--- config.mk ---
export PLATFORM = sky130hd
export DESIGN_NAME = obj_tile_renderer
export DESIGN_NICKNAME = d
export VERILOG_FILES = /design/src/common/obj_pkg.sv /design/src/hw/render/obj_tile_renderer.sv
export VERILOG_INCLUDE_DIRS = /design/src /design/src/common
export SDC_FILE = /design/constraint.sdc
export NUM_CORES = 1
export LEC_CHECK = 0
export BUFFER_PORTS_ARGS = -buffer_cell sky130_fd_sc_hd__buf_2
export CAP_MARGIN = 20
export CORE_MARGIN = 3
export CORE_UTILIZATION = 25
export CTS_BUF_LIST = sky130_fd_sc_hd__clkbuf_16
export CTS_CLUSTER_SIZE = 10
export DETAILED_ROUTE_END_ITERATION = 16
export SLEW_MARGIN = 5
export SYNTH_ARGS = -nofsm -noshare
export SYNTH_HDL_FRONTEND = slang
export SYNTH_SLANG_ARGS = --single-unit
--- constraint.sdc ---
create_clock -name CLK96 -period 9.3 [get_ports CLK96]
set_clock_uncertainty 0.1 [all_clocks]
set_input_delay 0.465 -clock CLK96 [delete_from_list [all_inputs] [get_ports CLK96]]
set_output_delay 0.465 -clock CLK96 [all_outputs]
set_load 0.01 [all_outputs]
--- src/common/obj_consts.svh ---
`ifndef OBJ_CONSTS_SVH
`define OBJ_CONSTS_SVH

// table and line sizes
`define OBJ_NUM_SPRITES     256
`define OBJ_NUM_PRI         16
`define OBJ_QUEUE_DEPTH     256
`define OBJ_LINE_W          320     // x from here up is clipped
`define OBJ_POS_MASK_BITS   9       // positions wrap at 512

// tile slice geometry, 8x8 tiles at 4bpp
`define OBJ_TILE_ROW_BYTES  4
`define OBJ_TILE_BYTES      32

// word 0
`define OBJ_W0_ACTIVE       15
`define OBJ_W0_XFLIP        12
`define OBJ_W0_PRI          11:8
`define OBJ_W0_PAL          7:2
`define OBJ_W0_BANK         1:0     // upper two bank bits

// word 1
`define OBJ_W1_BANK         15      // lowest bank bit
`define OBJ_W1_TILE         14:0

// words 2 and 3 share the position / size layout
`define OBJ_POS             15:7
`define OBJ_SIZE            3:0

`endif

--- src/common/obj_pkg.sv ---
`default_nettype none

`include "obj_consts.svh"

package obj_pkg;

    typedef logic [12:0] spr_addr_t;    // word address into sprite RAM
    typedef logic [15:0] spr_word_t;
    typedef logic [7:0]  spr_index_t;
    typedef logic [3:0]  pri_t;
    typedef logic [3:0]  size_t;        // tiles minus one
    typedef logic [`OBJ_POS_MASK_BITS-1:0] pos_t;
    typedef logic [`OBJ_POS_MASK_BITS-1:0] lbuf_addr_t;

    // queue address is {priority, slot}
    typedef logic [11:0] q_addr_t;
    typedef logic [$clog2(`OBJ_QUEUE_DEPTH):0] q_count_t;

    typedef struct packed {
        q_count_t [`OBJ_NUM_PRI-1:0] cnt;
    } pri_counts_t;

    // only the low 9 bits of each field take part
    typedef struct packed {
        logic [12:0] scroll_x;
        logic [12:0] scroll_y;
        logic [12:0] xoffs;
        logic [12:0] yoffs;
    } obj_scroll_t;

    typedef struct packed {
        logic [14:0] tile_num;
        logic [15:0] tile_offs;     // byte offset inside the tile data
        logic [2:0]  bank;
    } gfx_req_t;

    typedef struct packed {
        pri_t       pri;
        logic [5:0] palette;
        logic [3:0] color;          // 0 is transparent
    } obj_pixel_t;

    typedef enum logic [1:0] {
        scan_idle,
        scan_rd0,
        scan_rd3,
        scan_hit
    } scan_state_t;

    typedef enum logic [3:0] {
        rnd_idle,
        rnd_pri,
        rnd_adv,
        rnd_qrd,
        rnd_idx,
        rnd_attr,
        rnd_req,
        rnd_wait,
        rnd_draw
    } render_state_t;

endpackage

`default_nettype wire

--- src/hw/render/obj_tile_renderer.sv ---
`timescale 1ns/1ps
`default_nettype none

`include "obj_consts.svh"

module obj_tile_renderer (
    input  wire                         CLK96,
    input  wire                         RESET96,
    input  wire                         scan_done_i,
    input  wire obj_pkg::pri_counts_t   pri_counts_i,
    input  wire obj_pkg::pos_t          vrender_i,
    input  wire obj_pkg::obj_scroll_t   scroll_i,
    output obj_pkg::q_addr_t            q_raddr_o,
    input  wire obj_pkg::spr_index_t    q_rdata_i,
    output obj_pkg::spr_addr_t          spr_b_addr_o,
    input  wire obj_pkg::spr_word_t     spr_b_data_i,
    output logic                        gfx_cs_o,
    output obj_pkg::gfx_req_t           gfx_req_o,
    input  wire                         gfx_ok_i,
    input  wire [31:0]                  gfx_data_i,
    output logic                        lb_we_o,
    output obj_pkg::lbuf_addr_t         lb_addr_o,
    output obj_pkg::obj_pixel_t         lb_data_o,
    output logic                        busy_o
);
    import obj_pkg::*;

    render_state_t   state;
    pri_t            pri;
    spr_index_t      slot;
    spr_index_t      sidx;
    logic [2:0]      wcnt;      // attribute word fetch, one behind the address
    spr_word_t [3:0] attr;
    pos_t            line_v;
    size_t           col;
    logic [2:0]      k;
    logic [31:0]     slice;
    q_count_t        cnt;
    logic            xflip;
    size_t           xsize;
    pos_t            xpos;
    pos_t            line;
    logic [15:0]     offs;
    pos_t            px;
    logic [3:0]      pix_col;

    assign cnt          = pri_counts_i.cnt[pri];
    assign q_raddr_o    = {pri, slot};
    assign spr_b_addr_o = spr_addr_t'({sidx, wcnt[1:0]});
    assign busy_o       = (state != rnd_idle);

    assign xflip = attr[0][`OBJ_W0_XFLIP];
    assign xsize = attr[2][`OBJ_SIZE];
    assign xpos  = attr[2][`OBJ_POS] + pos_t'(scroll_i.scroll_x) + pos_t'(scroll_i.xoffs);
    assign line  = line_v - (attr[3][`OBJ_POS] + pos_t'(scroll_i.scroll_y)
                 + pos_t'(scroll_i.yoffs));

    // tile rows are xsize+1 tiles wide, 4 bytes per pixel row
    assign offs = 16'((line[8:3] * ({1'b0, xsize} + 5'd1) + col) * `OBJ_TILE_BYTES
                + line[2:0] * `OBJ_TILE_ROW_BYTES);

    assign pix_col = slice[{k, 2'b00} +: 4];
    assign px = xflip ? pos_t'(xpos + {xsize - col, 3'b000} + (3'd7 - k))
                      : pos_t'(xpos + {col, 3'b000} + k);

    always_ff @(posedge CLK96 or posedge RESET96) begin
        if (RESET96) begin
            state    <= rnd_idle;
            pri      <= '0;
            slot     <= '0;
            wcnt     <= '0;
            col      <= '0;
            k        <= '0;
            gfx_cs_o <= 1'b0;
            lb_we_o  <= 1'b0;
        end else begin
            lb_we_o <= 1'b0;
            case (state)
                rnd_idle: begin
                    if (scan_done_i) begin
                        pri    <= '0;
                        line_v <= vrender_i;
                        state  <= rnd_pri;
                    end
                end
                rnd_pri: begin
                    slot  <= '0;
                    state <= (cnt != '0) ? rnd_qrd : rnd_adv;   // skip empty queues
                end
                rnd_adv: begin
                    if (pri == pri_t'(`OBJ_NUM_PRI - 1)) begin
                        state <= rnd_idle;
                    end else begin
                        pri   <= pri + 1'b1;
                        state <= rnd_pri;
                    end
                end
                rnd_qrd: state <= rnd_idx;
                rnd_idx: begin
                    sidx  <= q_rdata_i;
                    wcnt  <= '0;
                    state <= rnd_attr;
                end
                rnd_attr: begin
                    wcnt <= wcnt + 1'b1;
                    if (wcnt != 3'd0) begin
                        attr[2'(wcnt - 3'd1)] <= spr_b_data_i;
                    end
                    if (wcnt == 3'd4) begin
                        col   <= '0;
                        state <= rnd_req;
                    end
                end
                rnd_req: begin
                    gfx_cs_o  <= 1'b1;
                    gfx_req_o <= '{tile_num:  attr[1][`OBJ_W1_TILE],
                                   tile_offs: offs,
                                   bank:      {attr[0][`OBJ_W0_BANK], attr[1][`OBJ_W1_BANK]}};
                    state     <= rnd_wait;
                end
                rnd_wait: begin
                    if (gfx_ok_i) begin         // data valid with ok
                        gfx_cs_o <= 1'b0;
                        slice    <= gfx_data_i;
                        k        <= '0;
                        state    <= rnd_draw;
                    end
                end
                rnd_draw: begin
                    lb_we_o   <= (pix_col != 4'd0) && (px < `OBJ_LINE_W);
                    lb_addr_o <= px;
                    lb_data_o <= '{pri:     attr[0][`OBJ_W0_PRI],
                                   palette: attr[0][`OBJ_W0_PAL],
                                   color:   pix_col};
                    k <= k + 1'b1;
                    if (k == 3'd7) begin
                        if (col != xsize) begin
                            col   <= col + 1'b1;
                            state <= rnd_req;
                        end else if ({1'b0, slot} + 9'd1 < cnt) begin
                            slot  <= slot + 1'b1;
                            state <= rnd_qrd;
                        end else begin
                            state <= rnd_adv;
                        end
                    end
                end
                default: state <= rnd_idle;
            endcase
        end
    end

    // held request, only ok may end it
    a_gfx_hold: assert property (@(posedge CLK96) disable iff (RESET96)
        gfx_cs_o && !gfx_ok_i |=> gfx_cs_o && $stable(gfx_req_o));

endmodule

`default_nettype wire

==> results_dict.tcl <==
set metrics [dict create \
    dpl-instance-area_mm2 0.01331 \
    max_freq_mhz 159.8 \
    power_density_mw_per_mm2 225.3 \
    clkSlewWorstSetupHoldPaths_ns 0.08 \
    grt_antenna_before_repair 3 \
    wl_per_cell_um 17.23 \
    slew_headroom 0.3255 \
    cap_violations 0 \
    grt-ovfl-total 0 \
    hold_depth 1 \
    grt_max_degree 43 \
    power.leakage_nw 6.023 \
    critPathKind "reg2reg" \
    slew_violations 0 \
    post_cts_resized 0 \
    yosysWarningCount 0 \
    hp-class "in2reg" \
    holdBufCountCts 0 \
    finalWorstSetupSlack_ns 3.041 \
    cts.sinks 183 \
    htreeDepth 4 \
    rsz0062_at_grt "no" \
    power_mw 3.136 \
    drcViolationCount 0 \
    pin_count 350 \
    place.port_buffers 328 \
    worst-path-stages 24 \
    r2r_cells 24 \
    critPathCaptureType "register" \
    reg2reg_to "gfx_req_o[18]" \
    synth.mux.area_fraction 0.09471 \
    p_int_mw 1.970 \
    vias 7953 \
    yosysUniqueCellTypes 62 \
    power.share.switching 0.3716 \
    fp.dieArea_mm2 0.04668 \
    vias_per_cell 4.426 \
    hp-start "gfx_data_i[0]" \
    min_to "slice[0]" \
    grt_use_total 0.1317 \
    drive_above_1_share 0.3529 \
    critPathBufInv 5 \
    layout_commonest_cell "buf_2" \
    area_delta_synth_final_pct 26.17 \
    postCtsSetupRepairBufs 0 \
    syn_area_per_cell_um2 12.65 \
    path_cells "inv_1 -> fa_1 -> inv_1 -> fa_1 -> inv_1 -> ha_1 -> nor2b_1 -> o21ai_0 -> a21boi_0 -> o21ai_0 -> nand2_1 -> xnor2_1 -> nor2_1 -> fa_1 -> fa_1 -> inv_1 -> fa_1 -> inv_1 -> ha_1 -> a21oi_1 -> o21bai_1 -> a21oi_1 -> o21ai_0 -> xnor2_1" \
    synth_seq_cells 183 \
    ys.flop_type "edfxtp_1" \
    die_w_um 216.1 \
    rrSetupSlack_ns 3.04 \
    nets 1580 \
    synth_edf_count 155 \
    syn_area_mm2 0.01103 \
    cp.required_ns 9.41 \
    synthSimpleGateAreaFrac 0.08632 \
    stdcell_area_mm2 0.01392 \
    crit_path_max_incr_delay_ns 0.55 \
    insertion_delay_ns 0.46 \
    post-route-period-util 0.6730 \
    dp_hpwl_mm 25.48 \
    postRouteAntennaNets 0 \
    rr_startpoint "attr[57]" \
    worstMarginPinSlew_ns 1.012 \
    async_reset_ff_frac 0.1530 \
    synth_xor_area_frac 0.03142 \
    num_rows 76 \
    seqPwrFrac 0.340 \
    cts_tree "done" \
    path_max_fanout 5 \
    dr.first_iter.drc_count 386 \
    synth_compound_gate_area_share 0.08564 \
    crit_path_start_kind "register" \
    p_comb_frac 0.426 \
    cts_buffer_depth 2 \
    start_util 0.2544 \
    finalCriticalPeriod_ns 6.259 \
    setup_tns_ns 0 \
    switchingPower_mw 1.165 \
    crit_arrival_ns 6.37 \
    ir_worst_vdd_mv 0.1427 \
    synth_cells 872 \
    dp_slack_ns 2.771 \
    place.gp.congestion 0.9085 \
    first_global_vias 8340 \
    synth_fa_ha_area_frac 0.1638 \
    cts_buffers 17 \
    root_buffer "clkbuf_16" \
    die_h_um 216.1 \
    wl_mm 30.97 \
    dr.pass1.iters 5 \
    path_delay_family "adder cells" \
    layout_common_cells "328 x buf_2, 155 x edfxtp_1, 109 x inv_1, 74 x ha_1, 68 x nand2_1" \
    status "finished clean" \
    synth_top_family_by_area "adder cells" \
    power_frac_clock 0.234 \
    finish.utilization 0.3210 \
    ys_seq_area_frac 0.4855 \
    core_mm2 0.04336 \
    setup_viol 0 \
    grt_pass1_wl_mm 45.82 \
    worst_path_max_delay_cell "fa_1" \
    hold_violations 0 \
]
## flip-flops by register name, indices dropped and copies added (netlist names)
signal / cells
k: 3
attr: 51
gfx_req_o: 32
pri: 4
lb_we_o: 1
state: 4
wcnt: 3
sidx: 8
col: 4
slice: 32
slot: 8
gfx_cs_o: 1
line_v: 9
lb_addr_o: 9
lb_data_o: 14
## layer usage
| metal | track usage | wire (um) | vias to the layer above |
|---|---|---|---|
| met4 | 0.05362 | 912 | 2 |
| met3 | 0.02790 | 1479 | 39 |
| li1 | - | - | 3797 |
| met1 | 0.1345 | 11270 | 3827 |
| met5 | 0 | 7 | - |
| met2 | 0.2584 | 17300 | 288 |
## synth_stat cells, types with 3 or more instances
master	number	area, um2
edfxtp_1	155	4654
inv_1	108	405.4
ha_1	74	925.9
nand2_1	68	255.2
o21ai_0	47	235.2
mux4_2	45	1013
fa_1	44	880.8
nor2_1	38	142.6
a21oi_1	31	155.2
dfrtp_1	28	700.7
xnor2_1	27	236.5
a21o_1	16	120.1
clkbuf_1	16	60.06
nand3_1	16	80.08
a22o_1	13	113.9
nor2b_1	12	75.07
nor3_1	12	60.06
xor2_1	10	87.58
and2_1	9	56.30
buf_4	9	67.56
nand2b_1	8	50.05
nand4_1	6	37.54
or2_2	6	37.54
a221oi_1	4	35.03
a31oi_1	4	25.02
o211ai_1	4	30.03
or3_1	4	25.02
a211oi_1	3	22.52
a21boi_0	3	22.52
a22oi_1	3	22.52
buf_1	3	11.26
o21a_1	3	22.52
o21bai_1	3	22.52
o31ai_1	3	22.52
## worst register-to-register path, cell delays in order (launching register included)
cell	delay, ns
edfxtp_1	0.32
inv_1	0.05
fa_1	0.47
inv_1	0.05
fa_1	0.49
inv_1	0.04
ha_1	0.32
nor2b_1	0.14
o21ai_0	0.21
a21boi_0	0.19
o21ai_0	0.25
nand2_1	0.11
xnor2_1	0.38
nor2_1	0.11
fa_1	0.48
fa_1	0.55
inv_1	0.05
fa_1	0.52
inv_1	0.04
ha_1	0.32
a21oi_1	0.22
o21bai_1	0.09
a21oi_1	0.22
o21ai_0	0.15
xnor2_1	0.14
## how the worst max path moves through the flow
stage                            from            end
after floorplan           scroll_i[2]  gfx_req_o[18]
after global placement    scroll_i[2]  gfx_req_o[18]
after detailed placement  scroll_i[2]  gfx_req_o[18]
after CTS                    attr[57]  gfx_req_o[18]
after global routing         attr[57]  gfx_req_o[18]
final                        attr[57]  gfx_req_o[18]
## layout make-up
type | instances | area (um2)
diodes | 2 | 5.005
clock buffers | 17 | 425.4
clock inverters | 15 | 177.7
fillers | 4397 | 29440
inverters | 108 | 405.4
multi-input cells | 553 | 5129
flip-flops and latches | 183 | 5356
well taps | 585 | 732.0
repair buffers | 334 | 1687
## per-stage QoR
stage | instances | hold slack (ns)
2_1_floorplan | 876 | 0.3003
3_3_place_gp | 1763 | 0.3022
3_5_place_dp | 1763 | 0.3045
4_1_cts | 1795 | 0.04199
5_1_grt | 1797 | 0.04701
6_report | 1797 | 0.07624
## power by group through the flow
stage / logic, mW / registers [mW] / clock network, mW
after floorplan: 1.04 / 1.05 / 0
final: 1.33 / 1.07 / 0.735
after global routing: 1.52 / 1.08 / 0.793
after CTS: 1.36 / 1.07 / 0.764
after detailed placement: 1.35 / 1.09 / 0
after global placement: 1.32 / 1.08 / 0
## kinds of logic (layout without fill, tap and decap cells)
group,Yosys count,in the layout
other,1,7
DFF,183,183
AOI/OAI and AO/OA,148,148
and+or+nand+nor,196,196
adders and majority gates,118,118
xor gates and xnor gates,38,38
muxes,48,48
buffers and inverters,140,474
(Power assumes the default switching activity.)
