## src/common/obj_consts.svh

```systemverilog
`ifndef OBJ_CONSTS_SVH
`define OBJ_CONSTS_SVH

// table and line sizes
`define OBJ_NUM_SPRITES     256
`define OBJ_NUM_PRI         16
`define OBJ_QUEUE_DEPTH     256
`define OBJ_LINE_W          320     // x from here up is clipped
`define OBJ_POS_MASK_BITS   9       // positions wrap at 512

// tile slice geometry, 8x8 tiles at 4bpp
`define OBJ_TILE_ROW_BYTES  4
`define OBJ_TILE_BYTES      32

// word 0
`define OBJ_W0_ACTIVE       15
`define OBJ_W0_XFLIP        12
`define OBJ_W0_PRI          11:8
`define OBJ_W0_PAL          7:2
`define OBJ_W0_BANK         1:0     // upper two bank bits

// word 1
`define OBJ_W1_BANK         15      // lowest bank bit
`define OBJ_W1_TILE         14:0

// words 2 and 3 share the position / size layout
`define OBJ_POS             15:7
`define OBJ_SIZE            3:0

`endif

```

## src/common/obj_pkg.sv

```systemverilog
`default_nettype none

`include "obj_consts.svh"

package obj_pkg;

    typedef logic [12:0] spr_addr_t;    // word address into sprite RAM
    typedef logic [15:0] spr_word_t;
    typedef logic [7:0]  spr_index_t;
    typedef logic [3:0]  pri_t;
    typedef logic [3:0]  size_t;        // tiles minus one
    typedef logic [`OBJ_POS_MASK_BITS-1:0] pos_t;
    typedef logic [`OBJ_POS_MASK_BITS-1:0] lbuf_addr_t;

    // queue address is {priority, slot}
    typedef logic [11:0] q_addr_t;
    typedef logic [$clog2(`OBJ_QUEUE_DEPTH):0] q_count_t;

    typedef struct packed {
        q_count_t [`OBJ_NUM_PRI-1:0] cnt;
    } pri_counts_t;

    // only the low 9 bits of each field take part
    typedef struct packed {
        logic [12:0] scroll_x;
        logic [12:0] scroll_y;
        logic [12:0] xoffs;
        logic [12:0] yoffs;
    } obj_scroll_t;

    typedef struct packed {
        logic [14:0] tile_num;
        logic [15:0] tile_offs;     // byte offset inside the tile data
        logic [2:0]  bank;
    } gfx_req_t;

    typedef struct packed {
        pri_t       pri;
        logic [5:0] palette;
        logic [3:0] color;          // 0 is transparent
    } obj_pixel_t;

    typedef enum logic [1:0] {
        scan_idle,
        scan_rd0,
        scan_rd3,
        scan_hit
    } scan_state_t;

    typedef enum logic [3:0] {
        rnd_idle,
        rnd_pri,
        rnd_adv,
        rnd_qrd,
        rnd_idx,
        rnd_attr,
        rnd_req,
        rnd_wait,
        rnd_draw
    } render_state_t;

endpackage

`default_nettype wire

```

## src/hw/scan/obj_line_scanner.sv

```systemverilog
`timescale 1ns/1ps
`default_nettype none

`include "obj_consts.svh"

module obj_line_scanner (
    input  wire                         CLK96,
    input  wire                         RESET96,
    input  wire                         line_start_i,
    input  wire obj_pkg::pos_t          vrender_i,
    input  wire obj_pkg::obj_scroll_t   scroll_i,
    output obj_pkg::spr_addr_t          spr_a_addr_o,
    input  wire obj_pkg::spr_word_t     spr_a_data_i,
    output logic                        q_we_o,
    output obj_pkg::q_addr_t            q_waddr_o,
    output obj_pkg::spr_index_t         q_wdata_o,
    output logic                        scan_done_o,
    output obj_pkg::pri_counts_t        pri_counts_o
);
    import obj_pkg::*;

    scan_state_t state;
    spr_index_t  spr;
    pri_t        pri;
    pos_t        line_v;
    pos_t        ypos;
    pos_t        dy;
    logic [7:0]  height;
    logic        hit;
    logic        last;
    logic        advance;

    // w0 is requested first, w3 while w0 comes back
    assign spr_a_addr_o = (state == scan_rd3) ? spr_addr_t'({spr, 2'd3})
                                              : spr_addr_t'({spr, 2'd0});

    // w3 is on the data port in scan_hit
    assign ypos   = spr_a_data_i[`OBJ_POS] + pos_t'(scroll_i.scroll_y)
                  + pos_t'(scroll_i.yoffs);
    assign dy     = line_v - ypos;                      // wraps mod 512
    assign height = {({1'b0, spr_a_data_i[`OBJ_SIZE]} + 5'd1), 3'b000};
    assign hit    = dy < {1'b0, height};

    assign last    = (spr == spr_index_t'(`OBJ_NUM_SPRITES - 1));
    assign advance = (state == scan_hit) ||
                     (state == scan_rd3 && !spr_a_data_i[`OBJ_W0_ACTIVE]);

    always_ff @(posedge CLK96 or posedge RESET96) begin
        if (RESET96) begin
            state        <= scan_idle;
            spr          <= '0;
            q_we_o       <= 1'b0;
            scan_done_o  <= 1'b0;
            pri_counts_o <= '0;
        end else begin
            q_we_o      <= 1'b0;
            scan_done_o <= 1'b0;
            case (state)
                scan_idle: begin
                    if (line_start_i) begin
                        spr          <= '0;
                        pri_counts_o <= '0;
                        line_v       <= vrender_i;
                        state        <= scan_rd0;
                    end
                end
                scan_rd0: state <= scan_rd3;
                scan_rd3: begin
                    if (spr_a_data_i[`OBJ_W0_ACTIVE]) begin
                        pri   <= spr_a_data_i[`OBJ_W0_PRI];
                        state <= scan_hit;
                    end
                end
                scan_hit: begin
                    if (hit) begin
                        q_we_o    <= 1'b1;
                        q_waddr_o <= {pri, spr_index_t'(pri_counts_o.cnt[pri])};
                        q_wdata_o <= spr;
                        pri_counts_o.cnt[pri] <= pri_counts_o.cnt[pri] + 1'b1;
                    end
                end
                default: state <= scan_idle;
            endcase

            if (advance) begin
                if (last) begin
                    scan_done_o <= 1'b1;    // counts hold until next line start
                    state       <= scan_idle;
                end else begin
                    spr   <= spr + 1'b1;
                    state <= scan_rd0;
                end
            end
        end
    end

    a_scan_in_time: assert property (@(posedge CLK96) disable iff (RESET96)
        line_start_i |-> state == scan_idle);

endmodule

`default_nettype wire

```

## config.mk

```make
export PLATFORM = sky130hd
export DESIGN_NAME = obj_line_scanner
export DESIGN_NICKNAME = d
export VERILOG_FILES = /design/src/common/obj_pkg.sv /design/src/hw/scan/obj_line_scanner.sv
export VERILOG_INCLUDE_DIRS = /design/src /design/src/common
export SDC_FILE = /design/constraint.sdc
export NUM_CORES = 1
export LEC_CHECK = 0
export CORE_MARGIN = 4
export CORE_UTILIZATION = 50
export CTS_CLUSTER_DIAMETER = 80
export DETAILED_ROUTE_END_ITERATION = 6
export DONT_BUFFER_PORTS = 1
export PLACE_DENSITY = 0.72
export SLEW_MARGIN = 10
export SYNTH_ARGS = -nofsm -noshare
export SYNTH_HDL_FRONTEND = slang
export SYNTH_SLANG_ARGS = --single-unit
```

## constraint.sdc

```tcl
create_clock -name CLK96 -period 6.7 [get_ports CLK96]
set_input_delay 0.67 -clock CLK96 [delete_from_list [all_inputs] [get_ports CLK96]]
set_output_delay 0.67 -clock CLK96 [all_outputs]
set_load 0.01 [all_outputs]
```

==> flow_summary.ini, run 1 <==
[critical_path]
worstSetupPathType = input pin to flop
crit_buf_inv = 3
crit_path_start_kind = input pin
end_kind = flop
critPathMaxStageDelay_ns = 0.55
cp_top_family = compound AO/OA/AOI/OAI gates
cp.arrival_ns = 5.47
worstPathRequired_ns = 6.99
crit_slowest_cell = fa_1
rr_endpoint = pri_counts_o[61]
r2r_setup_slack_ns = 1.68
path_cells = inv_1 -> fa_1 -> fa_1 -> ha_1 -> o21ai_0 -> o21bai_1 -> a21oi_2 -> nor2b_1 -> nor2_1 -> nor2b_1 -> nor2_1 -> xnor2_1 -> ha_1 -> a21o_1 -> a211oi_1 -> o21ai_1 -> o2bb2ai_2 -> buf_4 -> nand2_1 -> buf_4 -> o311ai_0
path_max_fanout = 21
r2r_cells = 21
r2r_start = line_v[1]

[power]
power_mw = 3.95
seq_power_share_pct = 43.2
p_per_area_nw_per_um2 = 370
leakage_nw = 4.27
p_clk_share_pct = 25.9
swShare_pct = 40.7
vdd_ir_drop_max_v = 0.000257
netSwitchingPower_mw = 1.61
combPwrFrac_pct = 30.9
cellInternalPower_mw = 2.34

[clock_network]
cts_root_buf = clkbuf_16
clkTransAtPathRegs_ns = 0.07
clock-sinks = 189
cts_tree = done
post_cts_resized = 0
htreeDepth = 4
numCtsBuffers = 17
cts-hold-fix-buffers = 0
cts_max_path_buffers = 2
post_cts_buffers = 0
clk_latency_ns = 0.43

[timing]
final_max_slew_viol_count = 0
setup_viol = 0
fin_setup_tns_ns = 0
relSlewSlack_pct = 30.2
fin_crit_sh_pct = 77.4
min_period_ns = 5.19
fmax_ghz = 0.193
rsz0062_at_grt = false
worst_pin_slew_ns = 1.04
skew_ns = 0.00735
finalHoldViolCount = 0

[synthesis]
synth-edff-count = 33
synth_top_area_share_pct = 39.5
async_reset_ff_share_pct = 82.5
ys_seq_area_share_pct = 49.5
synth.most_common_cell = dfrtp_1
syn_inst = 845
synth_cell_types = 54
ys.flop_type = dfrtp_1
ys_ff_latch = 189
avgSynthCellArea_um2 = 11.7
synthTopCellsByArea = dfrtp_1 (39%), edfxtp_1 (10%), mux4_2 (9.1%), o2bb2ai_1 (6.2%), nand3_1 (4.3%)
yosysWarnings = 0
synth_area_um2 = 9890
yosys-top-cells-count = dfrtp_1 (156), nand3_1 (84), o21ai_0 (73), o2bb2ai_1 (70), inv_1 (60)
synth_top_cell_by_area = dfrtp_1

[grt]
grt_pass1_wl_um = 45700
grt_max_degree = 82
grt.overflow.total = 0
grt_pass1_vias = 7301
antenna_found_initial = 0
track_usage_pct = 27.3

[detailed_routing]
drt_wl_total_um = 29900
drc = 0
vias = 7500
drt_iter0_markers = 858
postRouteAntennaNets = 0
wl_per_cell_um = 27.3
vias_per_cell = 6.84
firstDrtPassIters = 5

[place]
place.port_buffers = 0
place_area_um2 = 10100
place_hpwl_um = 21100
gp_congestion = 0.892

[flow_run]
maxCapViolations = 0

[cells_and_area]
drive_above_1_share_pct = 11.9
synthToLayoutAreaGrowth_pct = 7.83
finalInstanceArea_um2 = 10700
n_antenna_cell = 0
nets = 936

[floorplanning]
die_h_um = 149
rows = 51
io_pins = 259
die_x_um = 149
core_region_area_um2 = 19500
initial_utilization_pct = 50.8
die-area_um2 = 22100

[run_status]
status = finished clean

[min_path]
hold_path_class = input pin to async pin
[layout make-up]
| class | count | area (um^2) |
|---|---|---|
| fillers | 1603 | 8800 |
| inverters | 60 | 230 |
| clock inverters | 10 | 100 |
| repair buffers | 11 | 95.1 |
| clock buffers | 21 | 493 |
| flip-flops and latches | 189 | 4890 |
| well taps | 265 | 332 |
| multi-input cells | 541 | 4520 |
[cells in the final DEF, fill, tap and decap left out, types with 9 or more instances in the layout]
| cell type | count |
|---|---|
| nand3_1 | 84 |
| o2bb2ai_1 | 70 |
| dfrtp_1 | 156 |
| ha_1 | 21 |
| mux4_2 | 40 |
| edfxtp_1 | 33 |
| o21ai_0 | 73 |
| fa_1 | 14 |
| nand2_1 | 50 |
| xnor2_1 | 14 |
| clkbuf_16 | 19 |
| o211ai_1 | 42 |
| o311ai_0 | 14 |
| nor2_1 | 14 |
| nor2b_1 | 9 |
| buf_4 | 10 |
| inv_1 | 59 |
[power groups by stage]
| stage | clock network, mW | registers [mW] | logic [mW] |
|---|---|---|---|
| after global placement | 0 | 1.72 | 1.17 |
| after global routing | 1.08 | 1.74 | 1.35 |
| final | 1.02 | 1.71 | 1.22 |
| after CTS | 1.03 | 1.71 | 1.20 |
| after floorplan | 0 | 1.61 | 0.896 |
| after detailed placement | 0 | 1.73 | 1.20 |
[through the flow]
step                utilization (%)  hold WS, ns  std cells  setup WS (ns)
finish                         54.8        0.229       1097           1.51
global route                   54.8        0.296       1097           1.08
CTS                            54.8        0.260       1097           1.54
detailed placement             51.7        0.508       1066           1.11
global placement               51.7        0.514       1066           1.18
floorplan                         -        0.421        847           1.13
[sequential cells by signal, summed over array words and instances, names as in the netlist]
signal	flops
state	2
pri_counts_o	144
q_we_o	1
scan_done_o	1
q_wdata_o	8
q_waddr_o	12
line_v	9
spr	8
pri	4
[layer usage]
| layer | part of all wire (%) | track usage [%] |
|---|---|---|
| met1 | 36 | 35.1 |
| met2 | 48 | 41.9 |
| met3 | 12 | 10.3 |
| met4 | 4.2 | 11.6 |
| met5 | 0 | 0 |
[how the worst max path moves through the flow]
stage	startpoint	to	cells after the start
global route	scroll_i[2]	pri_counts_o[55]	20
detailed placement	scroll_i[2]	pri_counts_o[55]	19
floorplan	scroll_i[2]	q_waddr_o[0]	17
finish	scroll_i[2]	pri_counts_o[61]	21
global placement	scroll_i[2]	pri_counts_o[20]	19
CTS	scroll_i[2]	pri_counts_o[61]	21
[cell families (layout without fill, tap and decap cells)]
| kind of cell | Yosys count | in the layout | synth area share (%) |
|---|---|---|---|
| AO/OA/AOI/OAI | 252 | 252 | 18.8 |
| XOR/XNOR | 21 | 21 | 2.13 |
| adder cells (fa/ha/maj) | 36 | 36 | 5.62 |
| buffers and inverters | 117 | 102 | 5.21 |
| flip-flops | 189 | 189 | 49.5 |
| multiplexers | 41 | 41 | 9.21 |
| other | 1 | 3 | 0.0379 |
| AND/OR/NAND/NOR | 188 | 188 | 9.53 |
Power figures use the tool's default switching activity.
==> run 2, diff against run 1 <==
--- a/config.mk
+++ b/config.mk
@@ -6,12 +6,13 @@
 export SDC_FILE = /design/constraint.sdc
 export NUM_CORES = 1
 export LEC_CHECK = 0
+export ABC_AREA = 1
 export CORE_MARGIN = 4
 export CORE_UTILIZATION = 50
 export CTS_CLUSTER_DIAMETER = 80
 export DETAILED_ROUTE_END_ITERATION = 6
 export DONT_BUFFER_PORTS = 1
-export PLACE_DENSITY = 0.72
+export PLACE_DENSITY = 0.75
 export SLEW_MARGIN = 10
 export SYNTH_ARGS = -nofsm -noshare
 export SYNTH_HDL_FRONTEND = slang
==> constraint.sdc (replaced) <==
create_clock -name CLK96 -period 4.7 [get_ports CLK96]
set_input_delay 0.47 -clock CLK96 [delete_from_list [all_inputs] [get_ports CLK96]]
set_output_delay 0.47 -clock CLK96 [all_outputs]
set_load 0.01 [all_outputs]
==> run 2 against run 1 <==
The run now ends with negative hold slack left; clock skew rose by 0.0053 ns; via count is 24% higher; clock-buffer cell count fell by 2; largest cell class unchanged; critical endpoint is now pri_counts_o[120]; worst setup slack worse by 1.2 ns; synthesized area rose by 4.6%.
==> flow_summary.ini, run 2 <==
[run_status]
status = finished, violations left
violations = negative hold slack

[synthesis]
synth_compound_area_share_pct = 2.13
yosys-top-cells-count = nand2_1 (621), dfrtp_1 (156), nand3_1 (133), inv_1 (90), nand4_1 (61)
synth-edff-count = 33
synthXorXnorAreaFrac_pct = 0.750
synth_top_area_share_pct = 37.7
synth.most_common_cell = nand2_1
synthSimpleGateAreaFrac_pct = 37.1
ys.flop_type = dfrtp_1
syn_inst = 1344
ys_seq_area_share_pct = 47.3
synth_top_cell_by_area = dfrtp_1
async_reset_ff_share_pct = 82.5
yosysWarnings = 0
synth_cell_types = 37
synth_area_um2 = 10300
synthTopCellsByArea = dfrtp_1 (38%), nand2_1 (23%), edfxtp_1 (9.6%), nand3_1 (6.4%), nand4_1 (3.7%)
ys_ff_latch = 189
synth_top_family_by_area = simple AND/OR/NAND/NOR gates
synth-adder-area-share_pct = 5.37
muxShareOfSynthArea_pct = 0.0968
avgSynthCellArea_um2 = 7.70

[timing]
setup_viol = 0
fmax_ghz = 0.226
worst_pin_slew_ns = 1.17
relSlewSlack_pct = 21.9
hold_ws_ns = -0.00301
rsz0062_at_grt = true
skew_ns = 0.0127
fin_ws_ns = 0.276
fin_setup_tns_ns = 0
fin_crit_sh_pct = 94.1
min_period_ns = 4.42
finalHoldViolCount = 6
final_max_slew_viol_count = 0

[grt]
grt.overflow.total = 0
grt_pass1_vias = 8985
antenna_found_initial = 0
grt_max_degree = 73
grt_pass1_wl_um = 51100
track_usage_pct = 27.9

[detailed_routing]
drc = 0
drt_wl_total_um = 32900
firstDrtPassIters = 6
vias = 9331
postRouteAntennaNets = 0
wl_per_cell_um = 20.5
vias_per_cell = 5.82
drt_iter0_markers = 1158

[clock_network]
cts_max_path_buffers = 2
clock-sinks = 189
htreeDepth = 4
post_cts_buffers = 0
clkTransAtPathRegs_ns = 0.08
clk_latency_ns = 0.44
cts_tree = done
cts_root_buf = clkbuf_16
numCtsBuffers = 17
post_cts_resized = 0
cts-hold-fix-buffers = 0

[critical_path]
path_max_fanout = 35
worstPathRequired_ns = 5.03
crit_path_start_kind = input pin
worstSetupPathType = input pin to flop
end_kind = flop
cp.arrival_ns = 4.76

[cells_and_area]
top_register = pri_counts_o
drive_above_1_share_pct = 7.58
synthToLayoutAreaGrowth_pct = 7.51
nets = 1435
final_common_cell = nand2_1
most-common-layout-cells = nand2_1 (620), dfrtp_1 (156), nand3_1 (132), inv_1 (88), nand4_1 (61)
largestRegisters = pri_counts_o (144), q_waddr_o (12), line_v (9)
nFillCells = 1838
stdcell_count = 1602
multi_input_area_um2 = 4730
largest_register_ffs = 144
n_antenna_cell = 0
regArea_um2 = 4890
fin_util_pct = 54.8

[power]
seq_power_share_pct = 38.0
cellInternalPower_mw = 2.87
vdd_ir_drop_max_v = 0.000407
leakage_nw = 5.90
swShare_pct = 40.9
p_per_area_nw_per_um2 = 437
combPwrFrac_pct = 32.5
netSwitchingPower_mw = 1.99
p_clk_share_pct = 29.6

[flow_run]
maxCapViolations = 0

[floorplanning]
die_x_um = 152
die_h_um = 152
die-area_um2 = 23000
io_pins = 259
core_region_area_um2 = 20300
initial_utilization_pct = 50.9
rows = 52

[place]
place_worst_setup_slack_ns = -0.140
place.port_buffers = 0
gp_congestion = 0.931
dpl.cell_count = 1570
place_hpwl_um = 22600

[min_path]
hold_path_class = input pin to async pin
[run 2: path summary, 6_finish.rpt]
| path | to | from | cells after the start | slack, ns |
|---|---|---|---|---|
| worst min-delay path | spr[0] | RESET96 | 1 | -0.003 |
| worst min register to register | state[1] | state[1] | 2 | 0.55 |
| min in group CLK96 | line_v[8] | vrender_i[8] | 0 | 0.12 |
| worst max register to register | pri_counts_o[120] | line_v[1] | 26 | 0.41 |
| worst max-delay path | pri_counts_o[120] | scroll_i[2] | 24 | 0.28 |
| max in group asynchronous | pri_counts_o[100] | RESET96 | 2 | 3.66 |
[run 2: final cells by class]
class	instances	share of cell area, %
inverter	108	3.69
timing repair buffer	17	1.60
tap	270	3.04
clock buffer	19	4.08
sequential	189	44.0
clock inverter	13	1.02
multi-input combinational	986	42.5
[run 2: metal layers]
metal	track usage [%]	share of wire, %	wire, um
met2	44.1	46	15100
met1	34.3	36	11800
met3	9.67	13	4340
met4	14.0	4.8	1590
met5	0	0	0
[run 2: through the flow]
| step | power (mW) | area, um^2 |
|---|---|---|
| after floorplan | 2.93 | 10400 |
| after global placement | 3.38 | 10500 |
| after detailed placement | 3.42 | 10500 |
| after CTS | 4.84 | 11100 |
| after global routing | 5.08 | 11100 |
| final | 4.86 | 11100 |
[run 2: cells by family after synthesis]
family | Yosys count
AOI/OAI and AO/OA | 36
xor gates and xnor gates | 8
adders and majority gates | 36
buffers and inverters | 171
DFF | 189
muxes | 1
other | 1
and+or+nand+nor | 902
[run 2: worst max-delay path, cell delays in order]
cell and delay [ns]:
inv_1 0.03, fa_1 0.56, fa_1 0.42, ha_1 0.32, a21oi_1 0.18, nand2_1 0.08
nand2_1 0.07, nand2_1 0.09, nand2_1 0.07, inv_1 0.05, or2_2 0.29, a21oi_1 0.20
o21ai_0 0.14, xor2_1 0.17, ha_1 0.21, nor2_1 0.10, nand2_1 0.07, nor2_1 0.08
nand2_1 0.16, nand2_2 0.12, buf_12 0.20, nand3_1 0.37, nand2_1 0.22, nand2_1 0.07
[run 2: power by group through the flow]
stage / clock network, mW / logic, mW / registers (mW)
floorplan: 0 / 1.08 / 1.84
global placement: 0 / 1.51 / 1.88
detailed placement: 0 / 1.55 / 1.88
CTS: 1.44 / 1.55 / 1.85
global route: 1.52 / 1.71 / 1.86
finish: 1.44 / 1.58 / 1.85
